[config.mk]
export PLATFORM = sky130hd
export DESIGN_NAME = phoenixCore
export DESIGN_NICKNAME = d
export VERILOG_FILES = /design/src/hdl/phoenixCfgPkg.sv /design/src/hdl/phoenixIsaPkg.sv /design/src/hdl/phoenixIfs.sv /design/src/hdl/roundRobinSelect.sv /design/src/hdl/threadIssue.sv /design/src/hdl/instrDecode.sv /design/src/hdl/aluExecute.sv /design/src/hdl/resultWriteback.sv /design/src/hdl/phoenixCore.sv
export SDC_FILE = /design/constraint.sdc
export NUM_CORES = 1
export LEC_CHECK = 0
export BUFFER_PORTS_ARGS = -buffer_cell sky130_fd_sc_hd__clkbuf_2
export CAP_MARGIN = 5
export CORE_AREA = 3 3 236 238
export DETAILED_ROUTE_END_ITERATION = 6
export DIE_AREA = 0 0 239 241
export MAX_ROUTING_LAYER = met4
export PLACE_DENSITY_LB_ADDON = 0.05
export SLEW_MARGIN = 20
export SYNTH_ARGS = -nofsm -noshare
export SYNTH_HDL_FRONTEND = slang
export SYNTH_SLANG_ARGS = --single-unit
[constraint.sdc]
create_clock -name clk -period 5.1 [get_ports clk]
set_clock_uncertainty 0.2 [all_clocks]
set_input_delay 0.255 -clock clk [delete_from_list [all_inputs] [get_ports clk]]
set_output_delay 0.255 -clock clk [all_outputs]
set_load 0.03 [all_outputs]
[src/hdl/phoenixCfgPkg.sv]
/*
  Core sizing shared by every stage of the slice.
  DataWidth must be at least 10 so that the 9-bit immediate rules hold.
  NumRegs must be a power of two because register numbers are plain bit fields.
*/
package phoenixCfgPkg;

	// ====================
	// Sizing
	// ====================

	// Thread count that the top level uses unless told otherwise
	parameter int NthreadsDef = 4;

	// Width of a register, an operand and a result
	parameter int DataWidth = 16;

	// Architectural registers per thread
	parameter int NumRegs = 4;

	// One data word
	typedef logic [DataWidth-1:0] data_t;

	// Register number as it appears in instructions and results
	typedef logic [$clog2(NumRegs)-1:0] regIdx_t;

endpackage

[src/hdl/phoenixIsaPkg.sv]
/*
  Instruction set of the slice: 16-bit words in an R form and an I form.
  The opcode sits in the top three bits of both forms, so it can be read through either.
  There are no loads, stores or branches.
*/
package phoenixIsaPkg;
	import phoenixCfgPkg::*;

	// Width of the I-form immediate field
	parameter int ImmWidth = 9;

	// ====================
	// Opcodes
	// ====================

	// ADD to XOR are register-register, ADDI and LUI take the immediate
	typedef enum logic [2:0] {
		ADD  = 3'd0,
		SUB  = 3'd1,
		AND  = 3'd2,
		OR   = 3'd3,
		XOR  = 3'd4,
		ADDI = 3'd5,
		LUI  = 3'd6,
		NOP  = 3'd7
	} opcode_e;

	// ====================
	// Instruction formats
	// ====================

	// Register-register form, low bits are ignored by the decoder
	typedef struct packed {
		opcode_e opcode;
		regIdx_t rd;
		regIdx_t rs1;
		regIdx_t rs2;
		logic [6:0] spare;
	} rFmt_t;

	// Immediate form
	typedef struct packed {
		opcode_e opcode;
		regIdx_t rd;
		regIdx_t rs1;
		logic [ImmWidth-1:0] imm;
	} iFmt_t;

	// The same 16 bits seen in either form, chosen by the opcode
	typedef union packed {
		rFmt_t rForm;
		iFmt_t iForm;
	} instr_u;

	// Operation as execute sees it, with the immediate already widened
	typedef struct packed {
		opcode_e opcode;
		regIdx_t rd;
		regIdx_t rs1;
		regIdx_t rs2;
		data_t imm;
		logic useImm;
	} decodedOp_t;

endpackage

[src/hdl/phoenixIfs.sv]
/*
  Buses between the decode, execute and result stages.
  Valids are single-cycle strobes with no ready; the receiver must take every beat.
  regReadBus is combinational in both directions within one cycle.
*/

// Decoded operation from decode to execute
interface decodeBus #(
	parameter int Nthreads = phoenixCfgPkg::NthreadsDef
);
	import phoenixIsaPkg::*;

	localparam int TidW = $clog2(Nthreads);

	logic valid;
	logic [TidW-1:0] tid;
	decodedOp_t op;

	modport source(output valid, tid, op);
	modport sink(input valid, tid, op);
endinterface

// Result of execute on its way to the register file and the outputs
interface execBus #(
	parameter int Nthreads = phoenixCfgPkg::NthreadsDef
);
	import phoenixCfgPkg::*;

	localparam int TidW = $clog2(Nthreads);

	logic valid;
	logic [TidW-1:0] tid;
	regIdx_t rd;
	data_t data;

	modport source(output valid, tid, rd, data);
	modport sink(input valid, tid, rd, data);
endinterface

// Two read ports of the register file, requested by execute
interface regReadBus #(
	parameter int Nthreads = phoenixCfgPkg::NthreadsDef
);
	import phoenixCfgPkg::*;

	localparam int TidW = $clog2(Nthreads);

	logic [TidW-1:0] tid;
	regIdx_t rs1;
	regIdx_t rs2;
	data_t data1;
	data_t data2;

	modport requester(output tid, rs1, rs2, input data1, data2);
	modport responder(input tid, rs1, rs2, output data1, data2);
endinterface

[src/hdl/roundRobinSelect.sv]
/*
  Rotating-pointer thread selector with a registered grant.
  The pointer steps by one on every pick, whichever thread won.
  Nthreads must be 2 or more.
*/
module roundRobinSelect #(
	parameter int Nthreads = phoenixCfgPkg::NthreadsDef
) (
	input logic clk,
	input logic rst,
	input logic [Nthreads-1:0] req,
	output logic [$clog2(Nthreads)-1:0] grant,
	output logic grantValid,
	output logic [$clog2(Nthreads)-1:0] pick,
	output logic pickValid
);
	localparam int TidW = $clog2(Nthreads);

	// Thread that has first claim this cycle
	logic [TidW-1:0] ptr;

	// Requests twice over so a plain slice gives the rotation
	logic [2*Nthreads-1:0] reqTwice;
	logic [Nthreads-1:0] rotReq;

	// Distance from the pointer to the first request
	logic [TidW-1:0] offset;

	// One extra bit to catch the wrap past the last thread
	logic [TidW:0] sum;

	// ====================
	// Rotate and search
	// ====================

	assign reqTwice = {req, req};

	// Bit 0 of rotReq is the pointer's own thread
	assign rotReq = reqTwice[ptr +: Nthreads];

	// Scan from the top so the lowest set bit is the last one written
	always_comb begin
		offset = '0;
		for (int k = Nthreads - 1; k >= 0; k--) begin
			if (rotReq[k]) begin
				offset = TidW'(k);
			end
		end
	end

	// Undo the rotation, modulo Nthreads
	assign sum = {1'b0, ptr} + {1'b0, offset};
	assign pick = (sum >= Nthreads) ? TidW'(sum - Nthreads) : TidW'(sum);
	assign pickValid = |req;

	// ====================
	// Grant and pointer
	// ====================

	always_ff @(posedge clk) begin
		grant <= pick;
		if (rst) begin
			grantValid <= 1'b0;
			ptr <= '0;
		end else begin
			grantValid <= pickValid;
			// Advance on every pick, wrapping at the last thread
			if (pickValid) begin
				ptr <= (ptr == TidW'(Nthreads - 1)) ? '0 : ptr + 1'b1;
			end
		end
	end

endmodule

[src/hdl/threadIssue.sv]
/*
  One instruction slot per thread, filled by the load port and drained by the selector.
  A load into a busy slot is dropped without notice, so watch slotBusy.
  loadTid must name an existing thread.
*/
module threadIssue #(
	parameter int Nthreads = phoenixCfgPkg::NthreadsDef
) (
	input logic clk,
	input logic rst,
	input logic loadValid,
	input logic [$clog2(Nthreads)-1:0] loadTid,
	input phoenixIsaPkg::instr_u loadInstr,
	output logic [Nthreads-1:0] slotBusy,
	output logic issueValid,
	output logic [$clog2(Nthreads)-1:0] issueTid,
	output phoenixIsaPkg::instr_u issueInstr
);
	import phoenixIsaPkg::*;

	localparam int TidW = $clog2(Nthreads);

	// Held instructions and their pending flags
	instr_u slots [Nthreads];
	logic [Nthreads-1:0] pending;

	// Combinational choice of the selector for this edge
	logic [TidW-1:0] pick;
	logic pickValid;

	logic loadAccept;

	// A slot can take a new instruction only once its last one has issued
	assign loadAccept = loadValid && !pending[loadTid];
	assign slotBusy = pending;

	// The registered grant is the issue strobe and thread
	roundRobinSelect #(
		.Nthreads(Nthreads)
	) selector (
		.clk(clk),
		.rst(rst),
		.req(pending),
		.grant(issueTid),
		.grantValid(issueValid),
		.pick(pick),
		.pickValid(pickValid)
	);

	// ====================
	// Slots and flags
	// ====================

	// Picking needs a pending slot and loading needs a free one,
	// so one thread never sees both in the same cycle
	always_ff @(posedge clk) begin
		if (rst) begin
			pending <= '0;
		end else begin
			for (int t = 0; t < Nthreads; t++) begin
				if (pickValid && pick == TidW'(t)) begin
					pending[t] <= 1'b0;
				end else if (loadAccept && loadTid == TidW'(t)) begin
					pending[t] <= 1'b1;
				end
			end
		end
	end

	always_ff @(posedge clk) begin
		if (loadAccept) begin
			slots[loadTid] <= loadInstr;
		end
	end

	// Instruction leaves on the same edge as the grant
	always_ff @(posedge clk) begin
		issueInstr <= slots[pick];
	end

endmodule

[src/hdl/instrDecode.sv]
/*
  Splits the issued word into a decoded operation, one cycle.
  The opcode picks the R or I reading of the word.
  NOP is passed on and dropped by execute.
*/
module instrDecode #(
	parameter int Nthreads = phoenixCfgPkg::NthreadsDef
) (
	input logic clk,
	input logic rst,
	input logic issueValid,
	input logic [$clog2(Nthreads)-1:0] issueTid,
	input phoenixIsaPkg::instr_u issueInstr,
	decodeBus.source dec
);
	import phoenixCfgPkg::*;
	import phoenixIsaPkg::*;

	// Operation formed this cycle and registered at the edge
	decodedOp_t nextOp;

	always_comb begin
		// Opcode, rd and rs1 sit in the same place in both forms
		nextOp.opcode = issueInstr.rForm.opcode;
		nextOp.rd = issueInstr.rForm.rd;
		nextOp.rs1 = issueInstr.rForm.rs1;
		nextOp.rs2 = issueInstr.rForm.rs2;
		nextOp.imm = '0;
		nextOp.useImm = 1'b0;
		case (issueInstr.rForm.opcode)
			ADDI: begin
				// Sign-extend the 9-bit field
				nextOp.rs2 = '0;
				nextOp.imm = {{(DataWidth - ImmWidth){issueInstr.iForm.imm[ImmWidth-1]}},
					issueInstr.iForm.imm};
				nextOp.useImm = 1'b1;
			end
			LUI: begin
				// Immediate goes to the top bits and the rest is zero
				nextOp.rs1 = '0;
				nextOp.rs2 = '0;
				nextOp.imm = {issueInstr.iForm.imm, {(DataWidth - ImmWidth){1'b0}}};
				nextOp.useImm = 1'b1;
			end
			default: begin
				// R form as set above and NOP falls here too
			end
		endcase
	end

	always_ff @(posedge clk) begin
		dec.tid <= issueTid;
		dec.op <= nextOp;
		if (rst) begin
			dec.valid <= 1'b0;
		end else begin
			dec.valid <= issueValid;
		end
	end

endmodule

[src/hdl/aluExecute.sv]
/*
  Reads both source registers, runs the ALU and registers the result, one cycle.
  All arithmetic wraps at DataWidth bits and there are no flags.
  A NOP leaves here with valid low and never reaches the outputs.
*/
module aluExecute #(
	parameter int Nthreads = phoenixCfgPkg::NthreadsDef
) (
	input logic clk,
	input logic rst,
	decodeBus.sink dec,
	regReadBus.requester rd,
	execBus.source ex
);
	import phoenixCfgPkg::*;
	import phoenixIsaPkg::*;

	localparam int TidW = $clog2(Nthreads);

	// Thread of the operation in execute, used for both the read and the result
	logic [TidW-1:0] srcTid;

	// Operands and the ALU output
	data_t opA;
	data_t opB;
	data_t aluOut;

	// ====================
	// Operand read
	// ====================

	assign srcTid = dec.tid;
	assign rd.tid = srcTid;
	assign rd.rs1 = dec.op.rs1;
	assign rd.rs2 = dec.op.rs2;

	// The register file already forwards a write in flight
	assign opA = rd.data1;
	assign opB = dec.op.useImm ? dec.op.imm : rd.data2;

	// ====================
	// ALU
	// ====================

	always_comb begin
		case (dec.op.opcode)
			ADD, ADDI: aluOut = opA + opB;
			SUB: aluOut = opA - opB;
			AND: aluOut = opA & opB;
			OR: aluOut = opA | opB;
			XOR: aluOut = opA ^ opB;
			// LUI result is just the shifted immediate
			LUI: aluOut = opB;
			default: aluOut = '0;
		endcase
	end

	always_ff @(posedge clk) begin
		ex.tid <= srcTid;
		ex.rd <= dec.op.rd;
		ex.data <= aluOut;
		if (rst) begin
			ex.valid <= 1'b0;
		end else begin
			// NOP produces nothing
			ex.valid <= dec.valid && (dec.op.opcode != NOP);
		end
	end

endmodule

[src/hdl/resultWriteback.sv]
/*
  Per-thread register file, write-back and the result outputs.
  Results show in the cycle after execute and are written at the end of it.
  A read that hits the write in flight gets the new value.
*/
module resultWriteback #(
	parameter int Nthreads = phoenixCfgPkg::NthreadsDef
) (
	input logic clk,
	input logic rst,
	execBus.sink ex,
	regReadBus.responder rd,
	output logic resValid,
	output logic [$clog2(Nthreads)-1:0] resTid,
	output phoenixCfgPkg::regIdx_t resReg,
	output phoenixCfgPkg::data_t resData
);
	import phoenixCfgPkg::*;

	// Nthreads sets of NumRegs registers
	data_t regs [Nthreads][NumRegs];

	// Read ports hit the pending write
	logic hit1;
	logic hit2;

	// ====================
	// Register file
	// ====================

	always_ff @(posedge clk) begin
		if (rst) begin
			for (int t = 0; t < Nthreads; t++) begin
				for (int r = 0; r < NumRegs; r++) begin
					regs[t][r] <= '0;
				end
			end
		end else if (ex.valid) begin
			regs[ex.tid][ex.rd] <= ex.data;
		end
	end

	// ====================
	// Reads with forwarding
	// ====================

	// Same thread and same register as the write at this edge
	assign hit1 = ex.valid && (ex.tid == rd.tid) && (ex.rd == rd.rs1);
	assign hit2 = ex.valid && (ex.tid == rd.tid) && (ex.rd == rd.rs2);

	assign rd.data1 = hit1 ? ex.data : regs[rd.tid][rd.rs1];
	assign rd.data2 = hit2 ? ex.data : regs[rd.tid][rd.rs2];

	// Results go out as they are written
	assign resValid = ex.valid;
	assign resTid = ex.tid;
	assign resReg = ex.rd;
	assign resData = ex.data;

endmodule

[src/hdl/phoenixCore.sv]
/*
  Top level of the barrel-threaded issue and execute slice.
  Three edges from grant to resValid; results have no back-pressure.
  Loads into busy slots are dropped, slotBusy tells which slots are free.
*/
module phoenixCore #(
	parameter int Nthreads = phoenixCfgPkg::NthreadsDef
) (
	input logic clk,
	input logic rst,
	input logic loadValid,
	input logic [$clog2(Nthreads)-1:0] loadTid,
	input phoenixIsaPkg::instr_u loadInstr,
	output logic [Nthreads-1:0] slotBusy,
	output logic resValid,
	output logic [$clog2(Nthreads)-1:0] resTid,
	output phoenixCfgPkg::regIdx_t resReg,
	output phoenixCfgPkg::data_t resData
);
	import phoenixIsaPkg::*;

	localparam int TidW = $clog2(Nthreads);

	// Issue stage to decode
	logic issueValid;
	logic [TidW-1:0] issueTid;
	instr_u issueInstr;

	// Buses between the later stages
	decodeBus #(.Nthreads(Nthreads)) decBus ();
	execBus #(.Nthreads(Nthreads)) exBus ();
	regReadBus #(.Nthreads(Nthreads)) readBus ();

	threadIssue #(
		.Nthreads(Nthreads)
	) issue (
		.clk(clk),
		.rst(rst),
		.loadValid(loadValid),
		.loadTid(loadTid),
		.loadInstr(loadInstr),
		.slotBusy(slotBusy),
		.issueValid(issueValid),
		.issueTid(issueTid),
		.issueInstr(issueInstr)
	);

	instrDecode #(
		.Nthreads(Nthreads)
	) decode (
		.clk(clk),
		.rst(rst),
		.issueValid(issueValid),
		.issueTid(issueTid),
		.issueInstr(issueInstr),
		.dec(decBus.source)
	);

	aluExecute #(
		.Nthreads(Nthreads)
	) execute (
		.clk(clk),
		.rst(rst),
		.dec(decBus.sink),
		.rd(readBus.requester),
		.ex(exBus.source)
	);

	// Register file and the result outputs
	resultWriteback #(
		.Nthreads(Nthreads)
	) writeback (
		.clk(clk),
		.rst(rst),
		.ex(exBus.sink),
		.rd(readBus.responder),
		.resValid(resValid),
		.resTid(resTid),
		.resReg(resReg),
		.resData(resData)
	);

endmodule

==> results of run 1 <==
-- layer usage --
metal,vias up,GRT usage,share of wire
li1,5364,-,-
met1,6065,0.272,0.44
met2,261,0.345,0.50
met3,95,0.0254,0.039
met4,0,0.0618,0.027
met5,-,-,0
-- worst max path at each step --
| stage | end | cells after the start | slack (ps) | startpoint |
|---|---|---|---|---|
| 2_1_floorplan | execute.ex.data[12]$_DFF_P_ | 20 | 110 | decode.dec.tid[0]$_DFF_P_ |
| 3_3_place_gp | execute.ex.data[12]$_DFF_P_ | 19 | 140 | decode.dec.tid[0]$_DFF_P_ |
| 5_1_grt | execute.ex.data[12]$_DFF_P_ | 19 | 10 | decode.dec.tid[0]$_DFF_P_ |
| 6_report | execute.ex.data[15]$_DFF_P_ | 15 | 220 | decode.dec.tid[0]$_DFF_P_ |
| 3_5_place_dp | execute.ex.data[15]$_DFF_P_ | 19 | 90 | decode.dec.tid[0]$_DFF_P_ |
| 4_1_cts | execute.ex.data[15]$_DFF_P_ | 19 | 90 | decode.dec.tid[0]$_DFF_P_ |
-- cell usage after synthesis (all sizes together), types with 2 or more instances --
master    n
o221ai    2
edfxtp  320
o41ai    11
o22ai    13
nor4     43
nor2b    14
or3       3
and2    101
nor3    135
mux4    112
o21bai    2
o21ba     2
o21ai    31
dfxtp    75
xor2      7
o32ai     2
inv      40
a21oi    23
a21o      7
a311oi    3
o31ai     2
buf      12
mux2i    25
clkinv   10
nand2b    6
nand3     5
or2      17
a22oi    16
ha       51
xnor2    26
nor2     41
a31oi     2
and3      7
a211oi    2
a221o    10
clkbuf   98
nand2    46
a21boi   10
-- state kept, by name, summed over array words and instances, names as in the netlist, 2 cells and up --
name and flops:
decode.dec.op 26, decode.dec.tid 2, issue.slotBusy 4, issue.selector.ptr 2, issue.slots 64, execute.ex.tid 2
writeback.regs 256, execute.ex.data 16, execute.ex.rd 2, issue.selector.grant 2, issue.issueInstr 16
-- metrics by stage --
stage / setup slack [ps] / hold slack, ps / instance area, sq um / utilization / power [mW]
6_report: 219 / 125 / 22000 / 0.408 / 14.1
5_1_grt: 14.3 / 128 / 22000 / 0.408 / 15.0
4_1_cts: 87.0 / 125 / 21900 / 0.406 / 14.1
3_5_place_dp: 88.4 / 112 / 20100 / 0.374 / 10.7
3_3_place_gp: 136 / 112 / 20100 / 0.374 / 10.7
2_1_floorplan: 109 / 110 / 18800 / - / 8.47
-- timing repair --
item,4_1_cts,5_1_grt
buffers inserted,0,4
resized for setup,0,16
hold endpoints to repair,71,0
endpoints found under the setup margin,0,4
hold buffers,20,0
-- kinds of logic after synthesis --
logic type,synth area share
DFF,0.592
and+or+nand+nor,0.120
muxes,0.148
buffers and inverters,0.0338
AOI/OAI and AO/OA,0.0549
adders and majority gates,0.0351
xor gates and xnor gates,0.0154
-- critical path: stages (launching register included) --
cell and delay [ps]:
dfxtp_4 460, buf_12 210, mux4_2 570, mux4_2 540, a21o_1 220, or4_4 560
o41ai_4 380, o21ai_0 180, xnor2_1 160, ha_1 370, nor2b_1 160, nor2_1 110
o21ai_2 70, a21oi_1 190, xnor2_1 100, a221o_1 290
-- power by group --
part | switching [mW] | total (mW) | leakage [nW] | internal [mW]
sequential | 0.315 | 4.12 | 3.86 | 3.80
clock | 1.41 | 3.34 | 0.725 | 1.93
combinational | 3.83 | 6.69 | 3.18 | 2.85
-- final cells by class --
cell class	instances	area, sq um
fillers	5030	31900
flip-flops and latches	395	11100
multi-input cells	791	7110
clock buffers	62	1240
repair buffers	150	1170
well taps	696	871
clock inverters	24	260
inverters	50	188
==> metrics.md, run 1 <==
| Metric | Value |
|---|---|
| Hold endpoint | `decode.dec.tid[0]$_DFF_P_` |
| CTS H-tree lvls | `2` |
| Synth Warn # | `0` |
| Root Buffer | `clkbuf_16` |
| Non-filler cells, final | `2168` |
| ANT nets after route | `0` |
| Die height | `241 microns` |
| Clock buffer depth | `3` |
| DR vias/cell | `5.44` |
| First-pass GRT wire length | `85.1 mm` |
| Top post-synthesis cells by area | `edfxtp_1 (51%), mux4_2 (13%), dfxtp_1 (8.0%)` |
| Endpoints failing hold | `0` |
| Synth top area share | `0.512` |
| Reg clk slew, reported paths | `60 ps` |
| Hold path cells | `0` |
| Layout cell share with drive strength beyond 1 | `0.242` |
| Worst path arrival time | `5160 ps` |
| Via count | `11.8k` |
| Most frequent cells in the layout | `edfxtp_1 (320), nor3_1 (131), mux4_2 (112)` |
| Number of inserted diodes | `0` |
| PwrDens | `644 mW/mm^2` |
| Routed wire per std cell | `26.5 microns` |
| Asr flop ratio synth | `0` |
| Setup TNS | `0 ps` |
| Startpoint type of the worst setup path | `flip-flop` |
| DRT iter0 DRCs | `855` |
| Initial antenna violation count | `0` |
| Routability congestion estimate | `0.828` |
| Synth Register Bits | `395` |
| Syn_nets | `1419` |
| CTS tree | `built` |
| RSZ-0062 raised after global routing | `no` |
| Die span in x | `239 microns` |
| I/O pin cnt | `46` |
| Sequential-to-total area share from yosys stat | `0.592` |
| Nets@finish | `1508` |
| HP Class | `reg2reg` |
| Slew at the pin closest to its max-slew limit | `1030 ps` |
| Clock latency on the worst-skew pair | `590 ps` |
| Worst VDD drop | `0.312 mV` |
| Commonest non-fill, non-tap cell in the layout | `edfxtp_1` |
| Cell Rows | `85` |
| Starting Density | `0.349` |
| Avg Synthesized Cell Area | `13.9 sq um` |
| First drt pass iteration count | `5` |
| Number of global-route vias before repair | `12.2k` |
| Lkg Pwr | `7.76 nW` |
| R2R setup slack | `220 ps` |
| Die footprint | `0.0576 sq mm` |
| CP required | `5380 ps` |
| Hpwl dp | `38.4 mm` |
| Clock Sinks | `395` |
| Kind of critical path | `reg2reg` |
| Synth area leader | `edfxtp_1` |
| Final min period | `4880 ps` |
| Final setup fails | `0` |
| Netlist cell types | `60` |
| I/O Buffers | `45` |
| R2R Path End | `execute.ex.data[15]$_DFF_P_` |
| Crit share post-route | `0.957` |
| R2R depth | `15` |
| Drt total wl | `57.5 mm` |
| R2R Path Start | `decode.dec.tid[0]$_DFF_P_` |
| MaxCap Viol Count | `0` |
| Pins Over Slew Limit | `0` |
| Hold Crit Start | `issue.selector.grant[0]$_DFF_P_` |
| DRC | `0` |
| Post-Syn Area | `0.0188 sq mm` |
| Post-synth EDFFs | `320` |
| Total GRT Usage | `0.209` |
| Cells after Synth | `1346` |
| CTS buffer count | `47` |
| Main synth FF type | `edfxtp_1` |
| CORE AREA | `0.0538 sq mm` |
| Worst rel slew slack | `0.309` |
| Run status | `finished clean` |
| Pin count of the biggest net entering global routing | `41` |
| Area Overhead vs Synth | `17.1%` |
| Dpl cells | `2057` |
| CP Capture Type | `flip-flop` |
| Residual overflow from global routing | `0` |
| Max Clock Freq | `0.205 GHz` |
| Crit Path Max Fanout | `15` |
(Power assumes the default switching activity.)
==> run 2: changes to the inputs <==
--- a/config.mk
+++ b/config.mk
@@ -12,6 +12,7 @@
 export DIE_AREA = 0 0 239 241
 export MAX_ROUTING_LAYER = met4
 export PLACE_DENSITY_LB_ADDON = 0.05
+export REMOVE_ABC_BUFFERS = 1
 export SLEW_MARGIN = 20
 export SYNTH_ARGS = -nofsm -noshare
 export SYNTH_HDL_FRONTEND = slang
==> run 2 against run 1 <==
Sequential power decreased by 2%. Clock power decreased by 4%. Routed wire length increased by 0.56%. Worst setup slack got worse by 11 ps. Critical path depth increased by 1. Non-clock buffer count unchanged. Die area unchanged. Cell count about the same.
==> metrics.md, run 2 (synthesized netlist as in run 1, its figures left out) <==
| Metric | Value |
|---|---|
| Hold path cells | `3 (was 0)` |
| CP Capture Type | `flip-flop (unchanged)` |
| Top Registers | `writeback.regs: 256 flops, issue.slots: 64 flops, decode.dec.op: 26 flops (unchanged)` |
| CTS buffer count | `47 (unchanged)` |
| First drt pass iteration count | `5 (unchanged)` |
| Lkg Pwr | `7.72 nW (was 7.76 nW)` |
| DR vias/cell | `5.40 (was 5.44)` |
| Met3 Wirelength | `2.20 mm (was 2.27 mm)` |
| CP required | `5390 ps (was 5380 ps)` |
| Root Buffer | `clkbuf_16 (unchanged)` |
| Crit share post-route | `0.959 (was 0.957)` |
| Area of the multi-input gates | `0.00710 sq mm (was 0.00711 sq mm)` |
| Routed wire per std cell | `26.6 microns (was 26.5 microns)` |
| Die height | `241 microns (unchanged)` |
| Util after Layout | `0.407 (was 0.408)` |
| CP cell instances | `buf_12 > buf_12 > mux4_2 > mux4_2 > a21o_1 > or4_1 > o41ai_4 > o21ai_0 > xnor2_1 > ha_1 > nor2b_1 > nor2_1 > o21ai_1 > a21oi_1 > xnor2_1 > a221o_1 (was buf_12 > mux4_2 > mux4_2 > a21o_1 > or4_4 > o41ai_4 > o21ai_0 > xnor2_1 > ha_1 > nor2b_1 > nor2_1 > o21ai_2 > a21oi_1 > xnor2_1 > a221o_1)` |
| Kind of critical path | `reg2reg (unchanged)` |
| Largest register FFs | `256 (unchanged)` |
| PwrDens | `641 mW/mm^2 (was 644 mW/mm^2)` |
| Clock Sinks | `395 (unchanged)` |
| Starting Density | `0.349 (unchanged)` |
| Setup crit end | `execute.ex.data[15]$_DFF_P_ (unchanged)` |
| Startpoint type of the worst setup path | `flip-flop (unchanged)` |
| Worst path slowest cell | `or4_1 (was mux4_2)` |
| WL met2 | `28.2 mm (was 28.5 mm)` |
| Initial antenna violation count | `1 (was 0)` |
| Number of global-route vias before repair | `12.2k (about the same)` |
| HP Class | `in2reg (was reg2reg)` |
| Most frequent cells in the layout | `edfxtp_1 (320), nor3_1 (131), mux4_2 (112) (unchanged)` |
| Clock latency on the worst-skew pair | `600 ps (was 590 ps)` |
| First-pass GRT wire length | `85.7 mm (was 85.1 mm)` |
| Crit Path Max Fanout | `12 (was 15)` |
| DRC | `0 (unchanged)` |
| Setup WS post-layout | `208 ps (was 219 ps)` |
| ANT nets after route | `0 (unchanged)` |
| Die footprint | `0.0576 sq mm (unchanged)` |
| Drt total wl | `57.8 mm (was 57.5 mm)` |
| Routability congestion estimate | `0.801 (was 0.828)` |
| Clock buffer depth | `3 (unchanged)` |
| Via count | `11.7k (was 11.8k)` |
| DRT iter0 DRCs | `892 (was 855)` |
| R2R depth | `16 (was 15)` |
| Metal-1 WL | `26.5 mm (was 25.2 mm)` |
| Top Layer Used | `met4 (unchanged)` |
| Total GRT Usage | `0.210 (was 0.209)` |
| Area Overhead vs Synth | `16.6% (was 17.1%)` |
| Die span in x | `239 microns (unchanged)` |
| Pin count of the biggest net entering global routing | `41 (unchanged)` |
| Max Clock Freq | `0.204 GHz (was 0.205 GHz)` |
| Commonest non-fill, non-tap cell in the layout | `edfxtp_1 (unchanged)` |
| Nets@finish | `1508 (unchanged)` |
| R2R Path Start | `decode.dec.tid[0]$_DFF_P_ (unchanged)` |
| Run status | `finished clean (unchanged)` |
| Total power | `14.0 mW (was 14.1 mW)` |
| Largest reg by FF count | `writeback.regs (unchanged)` |
| Pins Over Slew Limit | `0 (unchanged)` |
| MaxCap Viol Count | `0 (unchanged)` |
| Hpwl dp | `37.3 mm (was 38.4 mm)` |
| Cell Rows | `85 (unchanged)` |
| Endpoints failing hold | `0 (unchanged)` |
| Fillers | `5048 (was 5030)` |
| Layout cell share with drive strength beyond 1 | `0.240 (was 0.242)` |
| R2R setup slack | `210 ps (was 220 ps)` |
| Worst path arrival time | `5180 ps (was 5160 ps)` |
| CORE AREA | `0.0538 sq mm (unchanged)` |
| I/O Buffers | `45 (unchanged)` |
| Residual overflow from global routing | `0 (unchanged)` |
| Pre-CTS WS | `67.7 ps (was 88.4 ps)` |
| Worst VDD drop | `0.318 mV (was 0.312 mV)` |
| Number of inserted diodes | `0 (unchanged)` |
| Final min period | `4890 ps (was 4880 ps)` |
| R2R Path End | `execute.ex.data[15]$_DFF_P_ (unchanged)` |
| CP Launch Point | `decode.dec.tid[0]$_DFF_P_ (unchanged)` |
| Setup TNS | `0 ps (unchanged)` |
| CTS tree | `built (unchanged)` |
| Non-filler cells, final | `2170 (was 2168)` |
| Slew at the pin closest to its max-slew limit | `1030 ps (about the same)` |
| Final setup fails | `0 (unchanged)` |
| Worst rel slew slack | `0.307 (was 0.309)` |
| Dpl cells | `2058 (was 2057)` |
| Reg clk slew, reported paths | `60 ps (about the same)` |
| Total area of sequential cells | `0.0111 sq mm (unchanged)` |
| CTS H-tree lvls | `2 (unchanged)` |
| Critical path's largest stage delay | `600 ps (was 570 ps)` |
| I/O pin cnt | `46 (unchanged)` |
## run 2: routing by layer
metal | up-vias | global-route usage
met2 | 223 | 0.342
met3 | 66 | 0.0305
met1 | 6080 | 0.284
met4 | 0 | 0.0407
met5 | - | -
li1 | 5353 | -
## run 2: repair_timing
action	CTS	global route
endpoints found under the hold margin	81	0
setup buffers	0	6
setup endpoints to repair	0	4
hold buffers	18	0
resized for setup	0	12
## run 2: critical path, delay by kind of cell (launching register included)
kind            cells  cell delay (ps)
mux                 2             1050
simple gates        3              840
buf+inv             2              290
flops               1              360
xor+xnor            2              260
fa+ha+maj           1              380
compound gates      6             1390
## run 2: cell type report
class | instances | area share
clock buffer | 60 | 0.0569
clock inverter | 28 | 0.0103
inverter | 50 | 0.00858
multi-input combinational | 791 | 0.325
sequential | 395 | 0.508
tap | 696 | 0.0398
timing repair buffer | 150 | 0.0517
## run 2: metrics by stage
| stage | cell area (sq um) | hold slack (ps) |
|---|---|---|
| after CTS | 21800 | 6.32 |
| after global routing | 21900 | 38.5 |
| final | 21900 | 37.8 |
| after global placement | 20100 | 110 |
| after floorplan | 18300 | 110 |
| after detailed placement | 20100 | 112 |
## run 2: where the power goes
group          total, mW  internal, mW  switching, mW
Clock               3.21          1.80           1.42
Combinational       6.76          2.77           3.98
Sequential          4.05          3.80          0.252
Total               14.0          8.37           5.65
## run 2: worst min-delay path by stage
stage,start,to,slack [ps]
4_1_cts,loadTid[1],issue.slots[1][11]$_DFFE_PP_,6
3_5_place_dp,issue.selector.grant[1]$_DFF_P_,decode.dec.tid[1]$_DFF_P_,110
5_1_grt,loadTid[1],issue.slots[1][12]$_DFFE_PP_,40
2_1_floorplan,issue.issueInstr[11]$_DFF_P_,decode.dec.op[21]$_DFF_P_,110
6_report,loadTid[1],issue.slots[1][11]$_DFFE_PP_,40
3_3_place_gp,issue.selector.grant[1]$_DFF_P_,decode.dec.tid[1]$_DFF_P_,110
==> run 3: changes to the inputs <==
--- a/config.mk
+++ b/config.mk
@@ -7,13 +7,14 @@
 export LEC_CHECK = 0
 export BUFFER_PORTS_ARGS = -buffer_cell sky130_fd_sc_hd__clkbuf_2
 export CAP_MARGIN = 5
-export CORE_AREA = 3 3 236 238
+export CORE_AREA = 3 3 242 244
 export DETAILED_ROUTE_END_ITERATION = 6
-export DIE_AREA = 0 0 239 241
+export DIE_AREA = 0 0 245 247
 export MAX_ROUTING_LAYER = met4
 export PLACE_DENSITY_LB_ADDON = 0.05
 export REMOVE_ABC_BUFFERS = 1
 export SLEW_MARGIN = 20
 export SYNTH_ARGS = -nofsm -noshare
 export SYNTH_HDL_FRONTEND = slang
+export SYNTH_HIERARCHICAL = 1
 export SYNTH_SLANG_ARGS = --single-unit
==> run 3 against run 2 <==
Die area grew 5.1%. Highest routed layer unchanged. Via count up 1.0%. First-iteration DRC count decreased by 1.2%. Maximum frequency fell by 3.1%. Sequential power rose by 2%. Sequential cell count unchanged. Combinational power is 28% higher. Cell count is 6.1% higher. Sequential share of layout area is 3.1 points lower.
==> metrics.md, run 3 <==
| Metric | Value |
|---|---|
| I/O pin cnt | `46 (unchanged)` |
| Pin count of the biggest net entering global routing | `42 (was 41)` |
| Die footprint | `0.0605 sq mm (was 0.0576 sq mm)` |
| Clock buffer depth | `3 (unchanged)` |
| Crit share post-route | `0.990 (was 0.959)` |
| Synth area leader | `edfxtp_1 (unchanged)` |
| DR vias/cell | `5.14 (was 5.40)` |
| DRC | `0 (unchanged)` |
| CP Capture Type | `flip-flop (unchanged)` |
| Main synth FF type | `edfxtp_1 (unchanged)` |
| Top Registers | `writeback/regs: 256 flops, issue/slots: 64 flops, decode/dec.op: 26 flops (was writeback.regs: 256 flops, issue.slots: 64 flops, decode.dec.op: 26 flops)` |
| Starting Density | `0.348 (was 0.349)` |
| Post-synth EDFFs | `320 (unchanged)` |
| Largest reg by FF count | `writeback/regs (was writeback.regs)` |
| Max Clock Freq | `0.198 GHz (was 0.204 GHz)` |
| Number of global-route vias before repair | `11.7k (was 12.2k)` |
| I/O Buffers | `45 (unchanged)` |
| Largest register FFs | `256 (unchanged)` |
| Final min period | `5050 ps (was 4890 ps)` |
| Avg Synthesized Cell Area | `14.2 sq um (was 13.9 sq um)` |
| Reg clk slew, reported paths | `60 ps (about the same)` |
| Final setup fails | `0 (unchanged)` |
| Critical path's largest stage delay | `550 ps (was 600 ps)` |
| Cell Rows | `87 (was 85)` |
| Asr flop ratio synth | `0 (unchanged)` |
| Layout cell share with drive strength beyond 1 | `0.286 (was 0.240)` |
| Sequential-to-total area share from yosys stat | `0.565 (was 0.592)` |
| Synth Warn # | `6 (was 0)` |
| First-pass GRT wire length | `86.1 mm (was 85.7 mm)` |
| Crit Path Max Fanout | `7 (was 12)` |
| Via count | `11.8k (was 11.7k)` |
| Worst path arrival time | `5280 ps (was 5180 ps)` |
| GR Util met3 | `0.0260 (was 0.0305)` |
| Post-Syn Area | `0.0197 sq mm (was 0.0188 sq mm)` |
| Area Overhead vs Synth | `18.3% (was 16.6%)` |
| Lkg Pwr | `8.79 nW (was 7.72 nW)` |
| Count leader, synth | `edfxtp_1 (unchanged)` |
| CP cell instances | `buf_6 > buf_16 > buf_12 > mux4_2 > mux4_2 > mux2_4 > nor4_2 > buf_4 > o211ai_1 > or2_1 > o21ai_2 > xnor2_1 > ha_1 > buf_6 > nand3_2 > nand2_1 > a21o_1 > a31o_1 > a221oi_2 > xnor2_1 > o221ai_1 (was buf_12 > buf_12 > mux4_2 > mux4_2 > a21o_1 > or4_1 > o41ai_4 > o21ai_0 > xnor2_1 > ha_1 > nor2b_1 > nor2_1 > o21ai_1 > a21oi_1 > xnor2_1 > a221o_1)` |
| Worst path slowest cell | `mux4_2 (was or4_1)` |
| CTS buffer count | `47 (unchanged)` |
| Clock latency on the worst-skew pair | `600 ps (about the same)` |
| Endpoints failing hold | `0 (unchanged)` |
| Root Buffer | `clkbuf_16 (unchanged)` |
| CTS H-tree lvls | `2 (unchanged)` |
| Cells after Synth | `1386 (was 1346)` |
| Slew at the pin closest to its max-slew limit | `1070 ps (was 1030 ps)` |
| Kind of critical path | `reg2reg (unchanged)` |
| Routed wire per std cell | `26.2 microns (was 26.6 microns)` |
| Hpwl dp | `39.6 mm (was 37.3 mm)` |
| CORE AREA | `0.0565 sq mm (was 0.0538 sq mm)` |
| PwrDens | `703 mW/mm^2 (was 641 mW/mm^2)` |
| MaxCap Viol Count | `0 (unchanged)` |
| Startpoint type of the worst setup path | `flip-flop (unchanged)` |
| Hold_ws | `42.2 ps (was 37.8 ps)` |
| Setup TNS | `0 ps (unchanged)` |
| Busiest grt layer | `met2 (unchanged)` |
| Netlist cell types | `74 (was 60)` |
| First drt pass iteration count | `5 (unchanged)` |
| Setup WS post-layout | `49.3 ps (was 208 ps)` |
| Synth top cells by count | `edfxtp_1 (320), and2_1 (264), mux4_2 (93) (was edfxtp_1 (320), nor3_1 (135), mux4_2 (112))` |
| Clock Sinks | `395 (unchanged)` |
| Nets@finish | `1581 (was 1508)` |
| Routability congestion estimate | `0.825 (was 0.801)` |
| Commonest non-fill, non-tap cell in the layout | `edfxtp_1 (unchanged)` |
| Drt total wl | `60.3 mm (was 57.8 mm)` |
| Synth top area share | `0.488 (was 0.512)` |
| Total GRT Usage | `0.205 (was 0.210)` |
| Met2 usage | `0.306 (was 0.342)` |
| RSZ-0062 raised after global routing | `yes` |
| DRT iter0 DRCs | `881 (was 892)` |
| CTS tree | `built (unchanged)` |
| ANT nets after route | `0 (unchanged)` |
| Worst rel slew slack | `0.287 (was 0.307)` |
| Initial antenna violation count | `3 (was 1)` |
| Pins Over Slew Limit | `0 (unchanged)` |
| Run status | `finished clean (unchanged)` |
| Worst VDD drop | `0.341 mV (was 0.318 mV)` |
| CP required | `5330 ps (was 5390 ps)` |
| Top post-synthesis cells by area | `edfxtp_1 (49%), mux4_2 (11%), and2_1 (8.4%) (was edfxtp_1 (51%), mux4_2 (13%), dfxtp_1 (8.0%))` |
| Die height | `247 microns (was 241 microns)` |
| HP Class | `in2reg (unchanged)` |
| Pre-CTS WS | `36.5 ps (was 67.7 ps)` |
| Die span in x | `245 microns (was 239 microns)` |
| Residual overflow from global routing | `0 (unchanged)` |
| Most frequent cells in the layout | `edfxtp_1 (320), and2_1 (263), buf_4 (110) (was edfxtp_1 (320), nor3_1 (131), mux4_2 (112))` |
| M1 GR Usage | `0.291 (was 0.284)` |
| Synth Register Bits | `395 (unchanged)` |
run 3: changes by cell type in the layout (fill, tap and decap cells not counted), sizes merged, moves of 11 or more:
cell,previous run,this run
clkinv,32,14
and2,101,265
nand3b,0,11
nor3,135,16
buf,86,124
nor4,43,4
mux2,1,32
run 3: per-stage QoR:
stage                     power, mW  instance area [sq um]  cells   util
after floorplan                9.21                  19000   1272      -
after global placement         12.2                  21000   2167  0.372
after detailed placement       12.2                  21000   2167  0.372
after CTS                      15.8                  22800   2271  0.404
after global routing           17.4                  23300   2302  0.412
final                          16.4                  23300   2303  0.412
run 3: final timing paths:
| kind | startpoint | endpoint | slack (ps) | cells past startpoint |
|---|---|---|---|---|
| setup / recovery | decode/dec.tid[0]$_DFF_P_ | execute/ex.data[15]$_DFF_P_ | 50 | 21 |
| setup reg to reg | decode/dec.tid[0]$_DFF_P_ | execute/ex.data[15]$_DFF_P_ | 50 | 21 |
| hold / removal | loadTid[0] | issue/slots[0][14]$_DFFE_PP_ | 40 | 3 |
| hold reg to reg | decode/dec.op[22]$_DFF_P_ | execute/ex.rd[1]$_DFF_P_ | 130 | 0 |
run 3: critical path: cells and delay by family (launching register included):
family                   cells  cell delay (ps)
multiplexers                 3             1320
buffers and inverters        5              680
XOR/XNOR                     2              240
flip-flops                   1              390
adder cells (fa/ha/maj)      1              340
AO/OA/AOI/OAI                6             1070
AND/OR/NAND/NOR              4              630
run 3: cells by family after synthesis:
logic type,after synthesis,share of synthesized area
xor gates and xnor gates,33,0.0147
adders and majority gates,52,0.0334
buffers and inverters,155,0.0429
DFF,395,0.565
muxes,164,0.162
and+or+nand+nor,447,0.135
AOI/OAI and AO/OA,140,0.0473
run 3: routing by layer:
metal,wire (microns),part of all wire,vias up
met5,0,0,-
met4,1810,0.030,0
met3,2500,0.041,79
met2,27100,0.45,286
met1,29000,0.48,6105
li1,-,-,5373
run 3: cell type report:
cell class                 count  area (sq um)
fill                        5178         33200
sequential                   395         11100
multi-input combinational    836          7900
timing repair buffer         187          1520
clock buffer                  64          1320
tap                          756           946
clock inverter                23           327
inverter                      41           154
antenna                        1          2.50
run 3: timing repair:
action                                  CTS  global route
endpoints found under the setup margin    0             6
resized for setup                         0            40
hold endpoints to repair                 68             0
hold buffers                             17             0
buffers inserted                          0            30
run 3: power breakdown:
part	total, mW	internal (mW)	switching (mW)
Clock	3.56	2.18	1.39
Combinational	8.66	3.76	4.90
Sequential	4.14	3.85	0.290
Total	16.4	9.79	6.57
